==> config.mk <==
export PLATFORM = sky130hd
export DESIGN_NAME = commit_unit
export DESIGN_NICKNAME = d
export VERILOG_FILES = /design/src/common/dcache_pkg.sv /design/src/design/commit_unit.sv
export VERILOG_INCLUDE_DIRS = /design/src /design/src/common
export SDC_FILE = /design/constraint.sdc
export NUM_CORES = 1
export LEC_CHECK = 0
export ABC_AREA = 1
export BUFFER_PORTS_ARGS = -buffer_cell sky130_fd_sc_hd__buf_4
export CAP_MARGIN = 40
export CORE_ASPECT_RATIO = 2
export CORE_UTILIZATION = 49
export DETAILED_ROUTE_END_ITERATION = 10
export MAX_ROUTING_LAYER = met4
export PLACE_DENSITY = 0.86
export SLEW_MARGIN = 20
export SYNTH_ARGS = -nofsm -noshare
export SYNTH_HDL_FRONTEND = slang
export SYNTH_SLANG_ARGS = --single-unit
==> constraint.sdc <==
create_clock -name clk -period 4.5 [get_ports clk]
set_clock_uncertainty 0.15 [all_clocks]
set_input_delay 0 -clock clk [delete_from_list [all_inputs] [get_ports clk]]
set_output_delay 0 -clock clk [all_outputs]
set_load 0.005 [all_outputs]
==> src/common/dcache_config.svh <==
`ifndef DCACHE_CONFIG_SVH
`define DCACHE_CONFIG_SVH

// cache geometry
`define DC_WAY_NUM 2
`define DC_SET_NUM 256
`define DC_LINE_WORDS 4

// physical tag width, bits 31..12
`define DC_TAG_BITS 20

// pending stores waiting for commit
`define DC_SB_SIZE 4

`endif

==> src/common/dcache_pkg.sv <==
`include "dcache_config.svh"

package dcache_pkg;

    // request from the memory stage
    typedef struct packed {
        logic [31:0] paddr;
        logic [31:0] wdata;
        // nonzero strb marks a store
        logic [3:0]  strb;
        logic [3:0]  rmask;
        // 0 byte, 1 half, 2 word
        logic [1:0]  msize;
        logic        msigned;
    } lsu_req_t;

    typedef struct packed {
        logic [31:0]            rdata;
        logic                   hit;
        logic                   is_store;
        logic [`DC_WAY_NUM-1:0] way_hit;
    } lsu_resp_t;

    // one tag sram word
    typedef struct packed {
        logic                    valid;
        logic [`DC_TAG_BITS-1:0] tag;
    } cache_tag_t;

    typedef struct packed {
        logic                   valid;
        logic [31:0]            addr;
        logic [31:0]            data;
        logic [3:0]             strb;
        // way the store hit when it left M1
        logic [`DC_WAY_NUM-1:0] way_hit;
    } sb_entry_t;

    // line fill, one word per beat
    typedef struct packed {
        logic        way;
        logic [31:0] addr;
        logic [31:0] data;
        logic        tag_we;
    } refill_req_t;

    // write command on sram port 1
    typedef struct packed {
        logic [`DC_WAY_NUM-1:0] way_we;
        logic [31:0]            addr;
        logic [31:0]            data;
        logic [3:0]             strb;
        logic                   tag_we;
        cache_tag_t             tag;
    } cache_wr_t;

endpackage

==> src/design/commit_unit.sv <==
`include "dcache_config.svh"

module commit_unit (
    input  logic                    clk,
    input  logic                    rst_n,
    input  logic                    commit_i,
    input  dcache_pkg::sb_entry_t   sb_head_i,
    output logic                    sb_pop_o,
    input  logic                    refill_valid_i,
    input  dcache_pkg::refill_req_t refill_i,
    output dcache_pkg::cache_wr_t   cache_wr_o
);
    dcache_pkg::cache_wr_t store_cmd;
    dcache_pkg::cache_wr_t refill_cmd;
    dcache_pkg::cache_wr_t pend_cmd;
    logic                  pend_valid;
    logic                  store_issue;

    assign sb_pop_o = commit_i;

    always_comb begin
        // a store that missed both ways has no way_we bit set
        store_cmd        = '0;
        store_cmd.way_we = sb_head_i.way_hit;
        store_cmd.addr   = sb_head_i.addr;
        store_cmd.data   = sb_head_i.data;
        store_cmd.strb   = sb_head_i.strb;

        refill_cmd           = '0;
        refill_cmd.way_we    = `DC_WAY_NUM'(1) << refill_i.way;
        refill_cmd.addr      = refill_i.addr;
        refill_cmd.data      = refill_i.data;
        refill_cmd.strb      = 4'hf;
        refill_cmd.tag_we    = refill_i.tag_we;
        refill_cmd.tag.valid = 1'b1;
        refill_cmd.tag.tag   = refill_i.addr[31:32-`DC_TAG_BITS];
    end

    // refill first, then the held store, then a fresh commit
    assign store_issue = commit_i && !refill_valid_i && !pend_valid;

    always_comb begin
        if (refill_valid_i) begin
            cache_wr_o = refill_cmd;
        end else if (pend_valid) begin
            cache_wr_o = pend_cmd;
        end else if (commit_i) begin
            cache_wr_o = store_cmd;
        end else begin
            cache_wr_o = '0;
        end
    end

    always_ff @(posedge clk) begin
        if (!rst_n) begin
            pend_valid <= 1'b0;
        end else if (refill_valid_i) begin
            pend_valid <= pend_valid || commit_i;
        end else begin
            pend_valid <= pend_valid && commit_i;
        end
    end

    always_ff @(posedge clk) begin
        if (commit_i && !store_issue) begin
            pend_cmd <= store_cmd;
        end
    end

    // commits must line up with stores the dcache pushed
    a_commit_nonempty: assert property (@(posedge clk) disable iff (!rst_n)
        commit_i |-> sb_head_i.valid);

endmodule

==> flow_summary.toml <==
[status]
status = "finished, final reports clean"

[placement]
pre_cts_ws_ns = 2.20
gp_congestion = 0.841
post-dp-hpwl_um = 8750
dp_cells = 892
io_buffers = 232
dpl_cell_area_sq_um = 6030

[clock_network]
post-cts-setup-buffers = 0
clk_pin_slew_worst_paths_ns = 0.05
clockBufferDepth = 2
cts_buffers = 9
cts_tree = "built"
h-tree-depth = 3
clkSinkCount = 71
cts-root-buf = "clkbuf_16"
clkLatencyLatePin_ns = 0.32

[critical_path]
critPathArrivalTime_ns = 2.16
crit_path_frequent_cell = "nand2_1"
crit_chain = "buf_4, buf_16, inv_2, nand3_2, nand2_1, nand2_1, nand2_1, buf_4"
crit_type = "reg -> out"
endpoint_kind = "output port"
critPathMaxStageDelay_ns = 0.41
crit_path_max_fanout = 72
critPathSlowestCell = "buf_4"
critPathRequiredTime_ns = 4.35
start_kind = "flip-flop"

[cells_and_area]
drive_gt1_share_pct = 31.1
syn2layout_area_growth_pct = 60.6
final_area_sq_um = 7040
mostFrequentLayoutCells = "nand2_1 (250), buf_4 (235), nor2_1 (179), dlygate4sd3_1 (72), edfxtp_1 (70)"
layout_commonest_cell = "nand2_1"
nNetsFinal = 1016
stdcell_count = 982
fillers = 524

[floorplan]
core_area_sq_um = 8650
die_w_um = 68.9
die_area_sq_um = 9350
initial_core_util_pct = 50.7
rows = 48
die_h_um = 136
ios = 234

[timing]
hold_viol_final = 0
grt_setup_unrepaired = "no"
layout_setup_ws_ns = 2.19
slew_headroom_pct = 46.0
setup_viol = 0
max_slew.worst_pin.slew_ns = 0.810
fmax_ghz = 0.432
min_period_ns = 2.31
post-route-period-util_pct = 51.4
fin_setup_tns_ns = 0
slew_viol_final = 0
holdWs_ns = 0.107

[power]
p_leak_nw = 3.57
max-vdd-ir-drop_uv = 267
power_density_nw_per_um2 = 276

[yosys]
yosysUniqueCellTypes = 17
synth_edf_count = 70
synth-seq-area-share_pct = 48.4
yosysWarnings = 0
syn_area_sq_um = 4380
synthAdderAreaFrac_pct = 0
synth_mux_area_share_pct = 0
syn_area_per_cell_sq_um = 7.38
synth_top_area_share_pct = 47.9
synthArstFlopShare_pct = 0
synth-main-ff-cell = "edfxtp_1"
synth-xor-area-share_pct = 0
synth_area_leaders = "edfxtp_1 (48%), nand2_1 (21%), nor2_1 (15%)"
netlist_instances = 594
yosys.area.top_type = "edfxtp_1"
synth_fp_nets = 735
synth_top_family_by_area = "simple AND/OR/NAND/NOR gates"
ys_seq_elements = 71
yosys.area_share.simple_pct = 41.4
synth_compound_area_share_pct = 0.828

[global_route]
grt_remaining_overflow = 0
grt_pass1_wl_um = 20500
antenna_found_initial = 2
grt_pass1_vias = 4618
grt_max_degree = 73
grtUsageTotal_pct = 30.1

[route]
drt_first_iter_violations = 210
drt_wl_total_um = 13900
drt_drc_violations_left = 0
ant_nets = 0
drt_pass1_iterations = 7
vias_per_cell = 5.01
post_drt_wl_per_cell_um = 14.2
num_vias = 4915

[run]
drv_cap = 0

[min_path]
hp-class = "in -> out"
==> what timing repair did <==
item,4_1_cts,5_1_grt
endpoints found under the hold margin,71,0
hold buffers,72,0
gates resized for setup,0,0
setup endpoints to repair,0,0
==> worst max-delay path: cells and delay by family, from the launching register on <==
kind | cells | cell delay [ns]
AND/OR/NAND/NOR | 4 | 0.34
flip-flops | 1 | 0.34
buffers and inverters | 4 | 1.15
==> final timing paths <==
path | end | slack, ns | cells after the start | start
max | cache_wr_o[80] | 2.19 | 8 | pend_valid
min | cache_wr_o[21] | 0.11 | 4 | refill_i[0]
max reg2reg | pend_valid | 2.42 | 5 | pend_valid
min reg2reg | pend_cmd[87] | 0.76 | 2 | pend_valid
==> cells by family (layout without fill, tap and decap cells) <==
kind of cell / count (synthesis) / after routing
compound gates: 6 / 6
buf+inv: 66 / 352
flops: 71 / 71
other cells: 0 / 2
simple gates: 451 / 451
==> metrics by stage <==
stage / util [%] / power [W]
finish: 81.4 / 0.00194
global route: 81.4 / 0.00202
CTS: 81.4 / 0.00194
detailed placement: 69.8 / 0.00122
global placement: 69.0 / 0.00120
floorplan: - / 0.000993
==> power breakdown <==
group | switching, W | internal, W | total [W]
Clock | 0.000254 | 0.000424 | 0.000677
Sequential | 0.00000982 | 0.000769 | 0.000779
Combinational | 0.000227 | 0.000260 | 0.000487
Total | 0.000491 | 0.00145 | 0.00194
==> per-layer routing <==
metal | up-vias | share of wire, % | GRT usage [%]
met3 | 69 | 5.4 | 4.29
met4 | 0 | 4.8 | 17.9
met5 | - | 0 | -
li1 | 2386 | - | -
met2 | 234 | 55 | 51.8
met1 | 2226 | 35 | 30.7
==> final cells by class <==
| type | count | area (sq um) | share of cell area [%] |
|---|---|---|---|
| clock buffers | 11 | 233 | 3.31 |
| diodes | 2 | 5.00 | 0.0711 |
| repair buffers | 310 | 2550 | 36.3 |
| inverters | 26 | 97.6 | 1.39 |
| multi-input cells | 457 | 1850 | 26.3 |
| well taps | 100 | 125 | 1.78 |
| flip-flops and latches | 71 | 2130 | 30.2 |
| clock inverters | 5 | 48.8 | 0.693 |
==> synth_stat cells, types with 2 or more instances <==
| master | instances |
|---|---|
| buf_4 | 17 |
| edfxtp_1 | 70 |
| buf_12 | 3 |
| nand3_1 | 2 |
| buf_2 | 15 |
| inv_1 | 25 |
| a21oi_1 | 4 |
| nor2_1 | 179 |
| buf_6 | 4 |
| nand2_1 | 250 |
| nand3_2 | 19 |
==> registers in the layout, indices dropped and copies added (netlist names) <==
signal	cells
pend_cmd	70
pend_valid	1
Power figures use the tool's default switching activity.
